File: config.mk
export PLATFORM = sky130hd
export DESIGN_NAME = tia_color_top
export DESIGN_NICKNAME = d
export VERILOG_FILES = /design/src/logic/tia_color_pkg.sv /design/src/logic/tia_color_bank_if.sv /design/src/logic/tia_color_regs.sv /design/src/logic/tia_color_priority.sv /design/src/logic/tia_color_output.sv /design/src/logic/tia_color_top.sv
export SDC_FILE = /design/constraint.sdc
export NUM_CORES = 1
export LEC_CHECK = 0
export ABC_AREA = 0
export ABC_CLOCK_PERIOD_IN_PS = 1500
export BUFFER_PORTS_ARGS = -buffer_cell sky130_fd_sc_hd__buf_2
export CORE_MARGIN = 2
export CORE_UTILIZATION = 51
export CTS_BUF_LIST = sky130_fd_sc_hd__clkbuf_2
export DETAILED_ROUTE_END_ITERATION = 12
export MAX_ROUTING_LAYER = met4
export PLACE_DENSITY = 0.85
export SYNTH_ARGS = -nofsm -noshare
export SYNTH_HDL_FRONTEND = slang
export SYNTH_HIERARCHICAL = 1
export SYNTH_SLANG_ARGS = --single-unit
File: constraint.sdc
create_clock -name clkp -period 1.5 [get_ports clkp]
set_input_delay 0.3 -clock clkp [delete_from_list [all_inputs] [get_ports clkp]]
set_output_delay 0.3 -clock clkp [all_outputs]
set_load 0.02 [all_outputs]
File: src/logic/tia_color_pkg.sv
`default_nettype none

package tia_color_pkg;

  // Stored color holds write data bits 7..1, bit 0 is ignored by the chip
  localparam int COLOR_W = 7;

  // Low three stored bits drive luminance, the high four drive hue
  localparam int LUM_W = 3;
  localparam int HUE_W = 4;

  // Register addresses on the CPU write bus
  typedef enum logic [5:0] {
    COLUP0 = 6'd6,
    COLUP1 = 6'd7,
    COLUPF = 6'd8,
    COLUBK = 6'd9,
    CTRLPF = 6'd10
  } color_addr_e;

  // Source that wins the pixel
  // Each value except SRC_BLANK names the color register that is shown
  typedef enum logic [2:0] {
    SRC_BLANK,
    SRC_BK,
    SRC_PF,
    SRC_P1,
    SRC_P0
  } pixel_src_e;

endpackage

`default_nettype wire

File: src/logic/tia_color_bank_if.sv
`default_nettype none

interface tia_color_bank_if;

  // Stored colors, one per color register
  logic [tia_color_pkg::COLOR_W-1:0] col_p0;
  logic [tia_color_pkg::COLOR_W-1:0] col_p1;
  logic [tia_color_pkg::COLOR_W-1:0] col_pf;
  logic [tia_color_pkg::COLOR_W-1:0] col_bk;

  // Control bits kept from CTRLPF
  logic score;
  logic pfp;

  modport bank (
    output col_p0, col_p1, col_pf, col_bk,
    output score, pfp
  );

  modport user (
    input col_p0, col_p1, col_pf, col_bk,
    input score, pfp
  );

endinterface

`default_nettype wire

File: src/logic/tia_color_regs.sv
`default_nettype none

module tia_color_regs (
  input  wire                        clkp,
  input  wire                        rst_n,
  input  wire                        wr,
  input  tia_color_pkg::color_addr_e addr,
  input  wire [7:0]                  data,
  tia_color_bank_if.bank             bank
);

  logic [tia_color_pkg::COLOR_W-1:0] col_p0;
  logic [tia_color_pkg::COLOR_W-1:0] col_p1;
  logic [tia_color_pkg::COLOR_W-1:0] col_pf;
  logic [tia_color_pkg::COLOR_W-1:0] col_bk;
  logic                              score;
  logic                              pfp;

  // The real chip latches these on the write strobe but here they load on the clock edge
  always_ff @(posedge clkp or negedge rst_n) begin
    if (!rst_n) begin
      col_p0 <= '0;
      col_p1 <= '0;
      col_pf <= '0;
      col_bk <= '0;
      score  <= 1'b0;
      pfp    <= 1'b0;
    end else if (wr) begin
      case (addr)
        tia_color_pkg::COLUP0: col_p0 <= data[7:1];
        tia_color_pkg::COLUP1: col_p1 <= data[7:1];
        tia_color_pkg::COLUPF: col_pf <= data[7:1];
        tia_color_pkg::COLUBK: col_bk <= data[7:1];
        tia_color_pkg::CTRLPF: begin
          // Reflect and ball size bits belong to other blocks
          score <= data[1];
          pfp   <= data[2];
        end
        default: begin
        end
      endcase
    end
  end

  assign bank.col_p0 = col_p0;
  assign bank.col_p1 = col_p1;
  assign bank.col_pf = col_pf;
  assign bank.col_bk = col_bk;
  assign bank.score  = score;
  assign bank.pfp    = pfp;

  // Score and pfp share one register, so they count as one
  a_single_target: assert property (
    @(posedge clkp) disable iff (!rst_n)
    $onehot0({$changed(col_p0), $changed(col_p1), $changed(col_pf),
              $changed(col_bk), $changed(score) || $changed(pfp)})
  ) else $error("write changed more than one color register");

endmodule

`default_nettype wire

File: src/logic/tia_color_priority.sv
`default_nettype none

module tia_color_priority (
  input  wire                       clkp,
  input  wire                       rst_n,
  input  wire                       p0,
  input  wire                       m0,
  input  wire                       p1,
  input  wire                       m1,
  input  wire                       pf,
  input  wire                       bl,
  input  wire                       blank,
  input  wire                       cntd,
  tia_color_bank_if.user            bank,
  output tia_color_pkg::pixel_src_e src
);

  logic left_half;
  logic pf_or_bl;
  logic score_mode;
  logic score_p0;
  logic score_p1;
  logic any_p0;
  logic any_p1;

  // Half-screen tracker
  // Blank at the start of a line means the left half and the center strobe ends it
  always_ff @(posedge clkp or negedge rst_n) begin
    if (!rst_n) begin
      left_half <= 1'b1;
    end else if (blank) begin
      left_half <= 1'b1;
    end else if (cntd) begin
      left_half <= 1'b0;
    end
  end

  assign pf_or_bl = pf | bl;

  // In score mode playfield bits take the player color of their half
  assign score_mode = bank.score & ~bank.pfp;
  assign score_p0   = score_mode & pf & left_half;
  assign score_p1   = score_mode & pf & ~left_half;

  assign any_p0 = p0 | m0 | score_p0;
  assign any_p1 = p1 | m1 | score_p1;

  always_comb begin
    if (blank) begin
      src = tia_color_pkg::SRC_BLANK;
    end else if (bank.pfp && pf_or_bl) begin
      src = tia_color_pkg::SRC_PF;
    end else if (any_p0) begin
      src = tia_color_pkg::SRC_P0;
    end else if (any_p1) begin
      src = tia_color_pkg::SRC_P1;
    end else if (pf_or_bl) begin
      // Ball keeps the playfield color even in score mode
      src = tia_color_pkg::SRC_PF;
    end else begin
      src = tia_color_pkg::SRC_BK;
    end
  end

  a_blank_wins: assert property (
    @(posedge clkp) disable iff (!rst_n)
    blank |-> src == tia_color_pkg::SRC_BLANK
  ) else $error("blank did not select the blank source");

endmodule

`default_nettype wire

File: src/logic/tia_color_output.sv
`default_nettype none

module tia_color_output (
  input  wire                                clkp,
  input  wire                                rst_n,
  input  tia_color_pkg::pixel_src_e          src,
  tia_color_bank_if.user                     bank,
  output logic                               blk_bar,
  output logic [tia_color_pkg::LUM_W-1:0]    lum,
  output logic [tia_color_pkg::HUE_W-1:0]    hue
);

  logic [tia_color_pkg::COLOR_W-1:0] color_sel;

  // Color mux that forces black while blanking
  always_comb begin
    case (src)
      tia_color_pkg::SRC_P0: color_sel = bank.col_p0;
      tia_color_pkg::SRC_P1: color_sel = bank.col_p1;
      tia_color_pkg::SRC_PF: color_sel = bank.col_pf;
      tia_color_pkg::SRC_BK: color_sel = bank.col_bk;
      default:               color_sel = '0;
    endcase
  end

  // Output register stage, one pixel clock behind the inputs
  always_ff @(posedge clkp or negedge rst_n) begin
    if (!rst_n) begin
      blk_bar <= 1'b0;
      lum     <= '0;
      hue     <= '0;
    end else begin
      blk_bar <= (src != tia_color_pkg::SRC_BLANK);
      lum     <= color_sel[tia_color_pkg::LUM_W-1:0];
      hue     <= color_sel[tia_color_pkg::COLOR_W-1:tia_color_pkg::LUM_W];
    end
  end

  a_blank_black: assert property (
    @(posedge clkp) disable iff (!rst_n)
    !blk_bar |-> lum == '0 && hue == '0
  ) else $error("nonzero color during blanking");

endmodule

`default_nettype wire

File: src/logic/tia_color_top.sv
`default_nettype none

module tia_color_top (
  input  wire       clkp,
  input  wire       rst_n,
  input  wire       wr,
  input  wire [5:0] addr,
  input  wire [7:0] data,
  input  wire       p0,
  input  wire       m0,
  input  wire       p1,
  input  wire       m1,
  input  wire       pf,
  input  wire       bl,
  input  wire       blank,
  input  wire       cntd,
  output wire       blk_bar,
  output wire [2:0] lum,
  output wire [3:0] hue
);

  tia_color_pkg::pixel_src_e src;

  tia_color_bank_if bank_if ();

  tia_color_regs u_regs (
    .clkp  (clkp),
    .rst_n (rst_n),
    .wr    (wr),
    .addr  (tia_color_pkg::color_addr_e'(addr)),
    .data  (data),
    .bank  (bank_if.bank)
  );

  tia_color_priority u_priority (
    .clkp  (clkp),
    .rst_n (rst_n),
    .p0    (p0),
    .m0    (m0),
    .p1    (p1),
    .m1    (m1),
    .pf    (pf),
    .bl    (bl),
    .blank (blank),
    .cntd  (cntd),
    .bank  (bank_if.user),
    .src   (src)
  );

  tia_color_output u_output (
    .clkp    (clkp),
    .rst_n   (rst_n),
    .src     (src),
    .bank    (bank_if.user),
    .blk_bar (blk_bar),
    .lum     (lum),
    .hue     (hue)
  );

endmodule

`default_nettype wire

=== Word level (Yosys, flattened, before mapping) ===
Index checks and enable logic that the tools add are counted.

* Logic and storage cells: 46
* Flip-flop bits (word level): 39
* Output and inout bits: 8

* Equal/unequal tests: 9
* Multiplexer cells: 8
* Bitwise logic cells: 11
* Reduce and logical (&&, ||, !) cells: 8

{| class="wikitable"
|+ Operators by type and width
! operator !! number
|-
| case mux 7 bit (4 select lines) || 1
|-
| == test 6 x 4 -> 1 bit, second input constant || 3
|-
| == test 6 x 3 -> 1 bit, second input constant || 2
|-
| 2-to-1 mux 3 bit || 4
|-
| AND reduction 2 bit || 5
|-
| == test 3 x 2 -> 1 bit, second input constant || 2
|-
| OR 1 bit || 5
|-
| bitwise AND 1 bit || 4
|-
| == test 3 x 1 -> 1 bit, second input constant || 1
|-
| == test 3 bit, second input constant || 1
|-
| nonzero test 3 bit || 1
|-
| 2-to-1 mux 1 bit || 2
|-
| 2-to-1 mux 2 bit || 1
|-
| NOT 1 bit || 2
|-
| nonzero test 2 bit || 1
|-
| logical AND 1 bit || 1
|}

=== Logic depth before layout (Yosys ltp) ===
Gate-level depths: netlist of run 1.

* Depth after elaboration: 11
* Mapped depth: 6
* Depth with buffers taken out: 5

=== Hierarchy ===
Netlist of run 1, hierarchy kept.

{| class="wikitable"
|+ By module, submodules not included
! module !! cells each !! area each (um^2) !! times used !! sequential area each (um^2)
|-
| tia_color_regs || 70 || 1,203.7 || 1 || 750.7
|-
| tia_color_output || 42 || 491.7 || 1 || 200.2
|-
| tia_color_priority || 15 || 130.1 || 1 || 26.3
|}

=== Worst setup path after synthesis of run 1 ===
OpenSTA, ideal clock, no wires.

* Kind: input to register
* Start: in m0
* End: reg u_output/hue[1] (netlist name)
* Library setup time: 130 ps
* Arrival time: 1,483 ps
* Setup slack: -114 ps
* Stages: 6
* Buffers on the path: 1
* Cells stage by stage: nor2_1 -> o31ai_2 -> a21oi_1 -> buf_6 -> mux2i_1 -> o221ai_2

* Longest elaborated chain between the ends: 7
* Elaborated cells between the ends (all ways): 10
* Those cells by class: eq/ne: 4; mux: 4; bitwise: 2

{| class="wikitable"
|+ Ends and longest elaborated chain
! what !! line !! source
|-
| start: declaration || tia_color_top.sv:10 || <nowiki>input wire m0,</nowiki>
|-
| OR 1 bit (*) (2 in series) || tia_color_priority.sv:45 || <nowiki>assign any_p0 = p0 | m0 | score_p0;</nowiki>
|-
| 2-to-1 mux 3 bit (*) || tia_color_priority.sv:53 || <nowiki>end else if (any_p0) begin</nowiki>
|-
| 2-to-1 mux 3 bit (*) || tia_color_priority.sv:51 || <nowiki>end else if (bank.pfp && pf_or_bl) begin</nowiki>
|-
| 2-to-1 mux 3 bit (*) || tia_color_priority.sv:49 || <nowiki>if (blank) begin</nowiki>
|-
| via src[1] || tia_color_top.sv:22 || <nowiki>tia_color_pkg::pixel_src_e src;</nowiki>
|-
| == test 3 x 1 -> 1 bit (tied with other cells) || tia_color_output.sv:17 || <nowiki>case (src)</nowiki>
|-
| case mux 7 bit (4 select lines) (*) || tia_color_output.sv:17 ||
|-
| via u_output.color_sel, one bit || tia_color_output.sv:13 || <nowiki>logic [tia_color_pkg::COLOR_W-1:0] color_sel;</nowiki>
|-
| end signal: assignment || tia_color_output.sv:35 || <nowiki>hue <= color_sel[tia_color_pkg::COLOR_W-1:tia_color_pkg::LUM_W];</nowiki>
|-
| end: declaration || tia_color_output.sv:10 || <nowiki>output logic [tia_color_pkg::HUE_W-1:0] hue</nowiki>
|}

The timed path passes the listed nets; every way through them passes the cells marked *.
A chain may end at the register's enable or synchronous reset.

=== Worst setup path after layout of run 1 ===
* Start: reg u_priority.left_half
* End: reg u_output.blk_bar

* Longest elaborated chain between the ends: 8
* Elaborated cells between the ends (all ways): 10
* Those cells by class: mux: 4; bitwise: 5; reduce/logical: 1

{| class="wikitable"
|+ Ends and longest elaborated chain
! what !! line !! source
|-
| start: declaration || tia_color_priority.sv:18 || <nowiki>logic left_half;</nowiki>
|-
| start signal: assignment || tia_color_priority.sv:30 || <nowiki>left_half <= 1'b1;</nowiki>
|-
| start signal: assignment || tia_color_priority.sv:32 || <nowiki>left_half <= 1'b1;</nowiki>
|-
| start signal: assignment || tia_color_priority.sv:34 || <nowiki>left_half <= 1'b0;</nowiki>
|-
| NOT 1 bit || tia_color_priority.sv:43 || <nowiki>assign score_p1 = score_mode & pf & ~left_half;</nowiki>
|-
| bitwise AND 1 bit || tia_color_priority.sv:43 ||
|-
| OR 1 bit || tia_color_priority.sv:46 || <nowiki>assign any_p1 = p1 | m1 | score_p1;</nowiki>
|-
| 2-to-1 mux 3 bit || tia_color_priority.sv:55 || <nowiki>end else if (any_p1) begin</nowiki>
|-
| 2-to-1 mux 3 bit (*) || tia_color_priority.sv:53 ||
|-
| 2-to-1 mux 3 bit (*) || tia_color_priority.sv:51 ||
|-
| 2-to-1 mux 3 bit (*) || tia_color_priority.sv:49 ||
|-
| via src[0] || tia_color_top.sv:22 ||
|-
| nonzero test 3 bit (*) || tia_color_output.sv:33 || <nowiki>blk_bar <= (src != tia_color_pkg::SRC_BLANK);</nowiki>
|-
| end signal: assignment || tia_color_output.sv:33 ||
|-
| end: declaration || tia_color_output.sv:8 || <nowiki>output logic blk_bar,</nowiki>
|}

Marks and branches as above.

==> results.md, run 1 <==
* Wirelength, routed at between 3000 and 4000 um
* RSZ-0062 raised after global routing: yes
* Skew final at slightly below 7 ps
* Measured slew at the worst slew-check pin at ~420 ps
* Chip width at 63.8 um
* Row count at 21
* Synth top area cells: dfrtp_1 (52%), mux2_2 (19%), nand4bb_1 (4.3%)
* Nets@finish at around 210
* Post-synthesis sequential area ratio at 0.535
* Multiplexer area fraction after synthesis at 0.223
* Crit path launch type: flip-flop
* Avg Inst Size Synth at between 10 and 15 um2
* CTS Sinks at 39
* Drt wl/cell at 16.1 um
* Cell with the most instances after synthesis: dfrtp_1
* Clock Path Buffers at 2
* Endpoints failing setup at 8
* DRC errors left at 0
* Port Buffer Count at 31
* CTS root buffer: clkbuf_2
* Final core occ at 0.672
* Post-synth cell types at 31
* WS Path Type: flip-flop to flip-flop
* Iter 0 DRT Violations at 76
* Largest net degree at the start of global routing at 24
* Number of global-route vias before repair at about 1300
* Flop2flop setup slack at -160 ps
* Total GRT Usage at 0.216
* First-pass GRT wire length at roughly 6400 um
* Num CTS Buffers at 5
* Share of cells above drive strength 1 at 0.598
* RePlAce Congestion at a little over 0.9
* Final WS setup at -165 ps
* Synthesized area at approximately 1800 um2
* Peak VDD IR at 0.505 mV
* EDFF count, synth at 0
* Req. time, crit path at approximately 1800 ps
* GRT overflow at 0
* Crit path max fanout at 4
* Post-Synth XOR/XNOR Area at 0
* ANT nets after route at 0
* Design Area, Final at around 2300 um2
* Post-synth top cells: dfrtp_1 (38), mux2_2 (30), nand2_1 (8)
* Vias at ~1300
* Worst Path Arrival at about 2000 ps
* Detailed Place HPWL at approximately 2900 um
* Syn Inst Count at approximately 130
* Synth top area share at 0.521
* Clock latency at the later pin of the worst-skew pair at around 390 ps
* Hold Path Class: primary input to flip-flop
* Die height at between 60 and 70 um
* Final Hold Viols at 0
* Synth Area in Simple Gates at 0.150
* Initial antenna violation count at 0
* CTS clk-pin slew, worst paths at roughly 180 ps
* Htree depth at 2
* Final Power at around 2.1 mW
* R2r worst-path depth at 5
* Fmax at ~0.6 GHz
* Final Max Tran Viols at 0
* P per Cell Area at around 920 nW/um2
* CTS tree: yes
* Adder-Cell Fraction of Synth Area at 0
* Compound-cell area share of the yosys netlist at 0.0637
* Die footprint at between 4000 and 5000 um2
* Failing checks: negative setup slack
* Leading area contributor after synthesis: dfrtp_1
* Synth Flop Type: dfrtp_1
* Number of max-cap violations at 0
* Layout Area Growth over Synthesis at 24.7%
* Initial Util at 0.539
* I/O pin count at 33
* Ys Warns at 6
* Leak Pwr at ~1.1 nW
* Final worst-path cycle share at 1.11
* Vias per inst at 5.56
* Area after DPL at between 2000 and 2500 um2
* Cells on Worst Hold Path at 3
* Antenna diodes at 0
* Slew margin rel. at 0.719
* Status: finished with violations
* Largest family of logic cells by synthesized area: multiplexers
* CP Capture Type: flip-flop
* Post-Syn Nets at roughly 150
* DP Worst Slack at -240 ps
* Tmin final at about 1700 ps
* Async SR Flop Fraction at 1.00
* Core ar. at between 3000 and 4000 um2
* #FFs+latches synth at 39
* Number of iterations in the first detailed-routing pass at 4
==> area by class of cell <==
class                      instances  area (um2)
inverter                           1        3.75
timing repair buffer              54         343
multi-input combinational         82         856
clock inverter                     3        15.0
sequential                        39         977
fill                             245        1110
tap                               46        57.6
clock buffer                       5        25.0
==> repair_timing <==
action                     4_1_cts  5_1_grt
hold buffers                     1        0
resized for setup                2        0
setup endpoints to repair        8        8
setup buffers                    1        2
hold endpoints to repair        15        0
pin swaps                        1        1
==> kinds of logic (layout without fill, tap and decap cells) <==
kind of cell           Yosys count  after routing
DFF                             39             39
and+or+nand+nor                 33             33
buffers and inverters            6             63
muxes                           37             37
AOI/OAI and AO/OA               12             12
==> where the power goes <==
group | leakage [nW] | total (mW) | switching (mW) | internal, mW
registers | 0.517 | 1.24 | 0.0632 | 1.18
logic | 0.555 | 0.420 | 0.199 | 0.221
clock network | 0.0325 | 0.432 | 0.326 | 0.107
==> per-stage QoR <==
step	instances	TNS (ps)	hold slack, ps
floorplan	127	-578	4.41
global placement	218	-2240	237
detailed placement	218	-4100	252
CTS	228	-1160	117
global route	230	-1730	114
finish	230	-1150	140
==> worst max-delay path, stage by stage (launching register included) <==
cell and delay [ps]:
dfstp_2 570, nand4b_1 140, nand2b_1 180, and3b_2 250, buf_4 140, or3_1 300
==> worst paths after layout <==
check,start,to
min,cntd,u_priority/left_half
max,u_priority/left_half,u_output/blk_bar
max reg2reg,u_priority/left_half,u_output/blk_bar
max in group asynchronous,rst_n,u_output/hue[2]
min reg2reg,u_regs/bank.col_p0[4],u_regs/bank.col_p0[4]
min in group asynchronous,rst_n,u_regs/bank.col_bk[0]
==> state kept, by name, indices dropped and copies added (netlist names) <==
register,cells
u_output/lum,3
u_regs/bank.score,1
u_regs/bank.col_p1,7
u_regs/bank.col_bk,7
u_regs/bank.col_p0,7
u_output/blk_bar,1
u_regs/bank.pfp,1
u_priority/left_half,1
u_output/hue,4
u_regs/bank.col_pf,7
==> per-layer routing <==
metal	global-route usage	share of wire	vias to the layer above
met5	-	0	-
met4	0.0815	0.018	0
met3	0.0528	0.040	5
met2	0.367	0.53	24
met1	0.246	0.41	651
li1	-	-	598
==> layout by cell type, fill, tap and decap left out, types with 5 or more instances in the layout <==
cell       instances
mux2_2            30
mux2i_1            7
buf_4             21
dfrtp_1           38
o221ai_2           7
nand4bb_1          7
clkbuf_2           5
nand2_1            8
buf_2             31
Power figures use the tool's default switching activity.
==> inputs of run 2 (changes only) <==
--- a/config.mk
+++ b/config.mk
@@ -9,11 +9,11 @@
 export ABC_CLOCK_PERIOD_IN_PS = 1500
 export BUFFER_PORTS_ARGS = -buffer_cell sky130_fd_sc_hd__buf_2
 export CORE_MARGIN = 2
-export CORE_UTILIZATION = 51
+export CORE_UTILIZATION = 35
 export CTS_BUF_LIST = sky130_fd_sc_hd__clkbuf_2
 export DETAILED_ROUTE_END_ITERATION = 12
 export MAX_ROUTING_LAYER = met4
-export PLACE_DENSITY = 0.85
+export PLACE_DENSITY = 0.64
 export SYNTH_ARGS = -nofsm -noshare
 export SYNTH_HDL_FRONTEND = slang
 export SYNTH_HIERARCHICAL = 1
==> results.md, run 2 (synthesized netlist as in run 1, its figures left out) <==
* Vias at approximately 1300
* Peak VDD IR at between 0.2 and 0.3 mV
* Layout Area Growth over Synthesis at 30.2%
* Number of max-cap violations at 0
* Total GRT Usage at 0.150
* Placed cells at 241
* Finished Layout Cells at 252
* First-pass GRT wire length at between 6000 and 7000 um
* Slowest stage cell, crit path: dfstp_2
* RSZ-0062 raised after global routing: yes
* Endpoints failing setup at 8
* Port Buffer Count at 31
* P per Cell Area at between 900 and 1000 nW/um2
* Die footprint at slightly below 6000 um2
* Initial antenna violation count at 0
* Antenna diodes at 0
* Number of iterations in the first detailed-routing pass at 4
* Vias per inst at approximately 5
* CTS tree: yes
* Final core occ at 0.468
* Commonest non-fill, non-tap cell in the layout: dfrtp_1
* Most frequent cells in the layout: dfrtp_1 (38), buf_2 (31), mux2_2 (30)
* Core ar. at 5070 um2
* Measured slew at the worst slew-check pin at ~460 ps
* I/O pin count at 33
* Final WS setup at -168 ps
* Number of global-route vias before repair at 1367
* Clock Path Buffers at 2
* Iter 0 DRT Violations at 36
* Final worst-path cycle share at 1.11
* Hold Path Class: primary input to flip-flop
* Slew margin rel. at 0.690
* CP Cell Sequence: nand4b_1 > nand2b_1 > and3b_2 > or2_4 > buf_12 > o221ai_2
* Share of cells above drive strength 1 at 0.610
* WS Path Type: flip-flop to flip-flop
* Slowest Stage Delay on Critical Path at between 500 and 600 ps
* Worst Path Arrival at about 2000 ps
* CTS Sinks at 39
* Final Max Tran Viols at 0
* Crit path launch type: flip-flop
* Fmax at approximately 0.60 GHz
* Num CTS Buffers at 5
* Tmin final at between 1500 and 2000 ps
* DP Worst Slack at -222 ps
* CP Capture Type: flip-flop
* Req. time, crit path at roughly 1800 ps
* Die height at 76.2 um
* DRC errors left at 0
* Nets@finish at 206
* CTS root buffer: clkbuf_2
* Final Hold Viols at 0
* GRT overflow at 0
* Status: finished with violations
* Clock latency at the later pin of the worst-skew pair at approximately 400 ps
* Chip width at between 70 and 80 um
* Largest net degree at the start of global routing at 21
* Row count at 26
* Failing checks: negative setup slack
* Leak Pwr at between 1 and 1.5 nW
* Initial Util at 0.360
* Wirelength, routed at ~3900 um
* RePlAce Congestion at between 0.7 and 0.8
* Drt wl/cell at around 15 um
* CTS clk-pin slew, worst paths at 200 ps
* Crit path max fanout at 5
* Skew final at 6.38 ps
* Htree depth at 2
* Detailed Place HPWL at just under 3000 um
* ANT nets after route at 0
## run 2: cell types whose count changed in the layout (fill, tap and decap cells not counted), sizes merged
cell and change:
buf -2, clkinv -2, clkinvlp +2
## run 2: through the flow
stage | area (um2) | power (mW) | TNS (ps) | hold WS (ps)
6_report | 2380 | 2.16 | -1140 | 123
3_3_place_gp | 2270 | 1.65 | -2360 | 266
4_1_cts | 2360 | 2.18 | -1160 | 98.4
3_5_place_dp | 2270 | 1.69 | -4020 | 276
5_1_grt | 2380 | 2.29 | -1600 | 76.4
2_1_floorplan | 1880 | 1.50 | -578 | 4.41
## run 2: worst max-delay path, delay by kind of cell, from the launching register on
kind	cells	cell delay [ps]
AND/OR/NAND/NOR	4	760
flip-flops	1	590
buffers and inverters	1	140
AO/OA/AOI/OAI	1	130
## run 2: layout make-up
type,instances,area (um2)
Clock buffer,5,25.0
Clock inverter,3,20.0
Fill cell,477,2700
Inverter,1,3.75
Multi-Input combinational cell,82,878
Sequential cell,39,977
Tap cell,70,87.6
Timing Repair Buffer,52,385
## run 2: per-layer routing
layer  share of wire  up-vias  global-route usage
met5               0        -                   -
met4           0.017        0              0.0600
met3           0.032        6              0.0308
met2            0.53       27               0.258
met1            0.42      643               0.172
li1                -      587                   -
## run 2: final timing paths
kind	end	cells after the start	slack (ps)	startpoint
max reg2reg	u_output/hue[1]	6	-170	u_priority/left_half
min	u_priority/left_half	3	120	cntd
max	u_output/hue[1]	6	-170	u_priority/left_half
max in group asynchronous	u_priority/left_half	3	610	rst_n
min in group asynchronous	u_regs/bank.col_bk[2]	2	340	rst_n
min reg2reg	u_regs/bank.col_p1[6]	1	530	u_regs/bank.col_p1[6]
## run 2: what timing repair did
action,in CTS,in global routing
endpoints found under the hold margin,19,0
pin swaps,1,1
hold buffers,1,0
resized for setup,5,3
buffers inserted,2,0
setup endpoints to repair,8,8
## run 2: report_power, final
| group | switching (mW) | total [mW] | internal, mW |
|---|---|---|---|
| clock | 0.360 | 0.471 | 0.110 |
| combinational | 0.205 | 0.448 | 0.243 |
| sequential | 0.0658 | 1.25 | 1.18 |
==> inputs of run 3 (changes only) <==
--- a/config.mk
+++ b/config.mk
@@ -7,13 +7,13 @@
 export LEC_CHECK = 0
 export ABC_AREA = 0
 export ABC_CLOCK_PERIOD_IN_PS = 1500
-export BUFFER_PORTS_ARGS = -buffer_cell sky130_fd_sc_hd__buf_2
 export CORE_MARGIN = 2
 export CORE_UTILIZATION = 35
 export CTS_BUF_LIST = sky130_fd_sc_hd__clkbuf_2
 export DETAILED_ROUTE_END_ITERATION = 12
+export DONT_BUFFER_PORTS = 1
 export MAX_ROUTING_LAYER = met4
-export PLACE_DENSITY = 0.64
+export PLACE_DENSITY = 0.59
 export SYNTH_ARGS = -nofsm -noshare
 export SYNTH_HDL_FRONTEND = slang
 export SYNTH_HIERARCHICAL = 1
==> results.md, run 3 (synthesized netlist as in run 1, its figures left out) <==
* Layout Area Growth over Synthesis at 19.1%
* First-pass GRT wire length at 6360 um
* CTS clk-pin slew, worst paths at 190 ps
* RePlAce Congestion at 0.761
* Sw Share at 0.271
* WS Path Type: flip-flop to flip-flop
* Share of cells above drive strength 1 at 0.477
* Logic pwr share at 0.165
* DRC errors left at 0
* Flop pwr share at 0.623
* Port Buffer Count at 0
* Core ar. at roughly 5100 um2
* Vias per inst at about 5.2
* Leak Pwr at between 0.9 and 1 nW
* Met3 GRT Util at 0.0391
* Crit path launch type: flip-flop
* Fmax at 0.601 GHz
* Chip width at roughly 76 um
* Final Hold Viols at 0
* I/O pin count at 33
* DP Worst Slack at -249 ps
* CP Capture Type: flip-flop
* GRT met2 Usage at 0.243
* Endpoints failing setup at 8
* Peak VDD IR at between 0.3 and 0.4 mV
* Initial Util at 0.360
* Clock Path Buffers at 2
* Vias at between 1000 and 1500
* Measured slew at the worst slew-check pin at between 200 and 300 ps
* Die height at ~76 um
* Row count at 26
* Final WS setup at -163 ps
* Detailed Place HPWL at 2560 um
* Htree depth at 2
* Wirelength, routed at around 3800 um
* Iter 0 DRT Violations at 56
* Worst Path Arrival at 1940 ps
* Final worst-path cycle share at 1.11
* Total GRT Usage at 0.146
* Status: finished with violations
* Largest net degree at the start of global routing at 40
* Buf+Inv Stages, Crit Path at 1
* Clock latency at the later pin of the worst-skew pair at 390 ps
* Drt wl/cell at around 17 um
* Internal Power at approximately 1.5 mW
* M1 GR Usage at 0.167
* GRT overflow at 0
* Crit path max fanout at 7
* Hold Path Class: primary input to flip-flop
* Most Crowded Layer GR: met2
* Slew margin rel. at 0.823
* Failing checks: negative setup slack
* Fin Setup TNS at -1070 ps
* Initial antenna violation count at 0
* CTS Sinks at 39
* CP Cell Sequence: nand4b_1 > a221oi_2 > buf_4 > nand2b_4 > o221ai_2
* CTS tree: yes
* Top Family by Delay on Critical Path: flip-flops
* RSZ-0062 raised after global routing: yes
* Final Max Tran Viols at 0
* Clock network fraction of total power at 0.212
* Nets@finish at ~170
* CTS root buffer: clkbuf_2
* Number of iterations in the first detailed-routing pass at 4
* Commonest non-fill, non-tap cell in the layout: dfrtp_1
* Die footprint at roughly 5800 um2
* Tmin final at around 1700 ps
* Num CTS Buffers at 5
* Slowest Stage Delay on Critical Path at around 570 ps
* Antenna diodes at 0
* Number of max-cap violations at 0
* Skew final at ~13 ps
* Req. time, crit path at approximately 1800 ps
* P per Cell Area at 936 nW/um2
* ANT nets after route at 0
* Most frequent cells in the layout: dfrtp_1 (38), mux2_2 (30), buf_4 (9)
* Number of global-route vias before repair at about 1300
* Slowest stage cell, crit path: dfstp_2
* P_sw at 0.551 mW
-- run 3: cell types whose count changed in the layout (fill, tap and decap cells not counted), moves of 3 or more --
cell           delta
buf_2            -30
buf_4             -4
mux2i_2           -3
dlygate4sd3_1     +3
mux2i_1           +3
-- run 3: power groups by stage --
| stage | logic [mW] | registers (mW) | clock network (mW) |
|---|---|---|---|
| 2_1_floorplan | 0.232 | 1.27 | 0 |
| 3_3_place_gp | 0.280 | 1.28 | 0 |
| 3_5_place_dp | 0.289 | 1.29 | 0 |
| 4_1_cts | 0.330 | 1.27 | 0.447 |
| 5_1_grt | 0.371 | 1.28 | 0.494 |
| 6_report | 0.335 | 1.27 | 0.432 |
-- run 3: final timing paths --
| kind | cells past startpoint | slack (ps) | endpoint | startpoint |
|---|---|---|---|---|
| worst max-delay path | 5 | -160 | u_output/lum[1] | u_priority/left_half |
| min in group asynchronous | 2 | 340 | u_regs/bank.col_bk[3] | rst_n |
| max in group asynchronous | 2 | 900 | u_priority/left_half | rst_n |
| worst max register to register | 5 | -160 | u_output/lum[1] | u_priority/left_half |
| worst min register to register | 1 | 530 | u_regs/bank.col_bk[1] | u_regs/bank.col_bk[1] |
| worst min-delay path | 1 | 40 | u_regs/bank.col_p1[3] | data[4] |
-- run 3: what timing repair did --
item / in CTS / in global routing
hold endpoints to repair: 40 / 4
endpoints found under the setup margin: 8 / 8
cloned: 1 / 0
pin swaps: 2 / 0
hold buffers: 3 / 2
resized for setup: 2 / 1
buffers inserted: 1 / 0
-- run 3: per-layer routing --
metal	routed length [um]	part of all wire	up-vias
met5	0	0	-
met4	46	0.012	0
met3	142	0.038	5
met2	1960	0.52	23
met1	1630	0.43	585
li1	-	-	523
-- run 3: stage by stage --
step,hold slack [ps],cell area [um2],cells,util,power [mW]
2_1_floorplan,4.41,1880,127,-,1.50
3_3_place_gp,5.60,2050,204,0.405,1.56
3_5_place_dp,5.68,2050,204,0.405,1.58
4_1_cts,15.4,2150,217,0.423,2.05
5_1_grt,0.251,2170,219,0.428,2.15
6_report,40.6,2170,219,0.428,2.03
-- run 3: layout make-up --
class,count,area [um2]
Timing Repair Buffer,19,213
Multi-Input combinational cell,82,855
Fill cell,490,2900
Tap cell,70,87.6
Inverter,1,3.75
Sequential cell,39,977
Clock inverter,2,7.51
Clock buffer,6,30.0
-- run 3: worst register-to-register path, cell delays in order (launching register included) --
cell      delay, ps
dfstp_2         570
nand4b_1        140
a221oi_2        310
buf_4           210
nand2b_4        220
o221ai_2        110
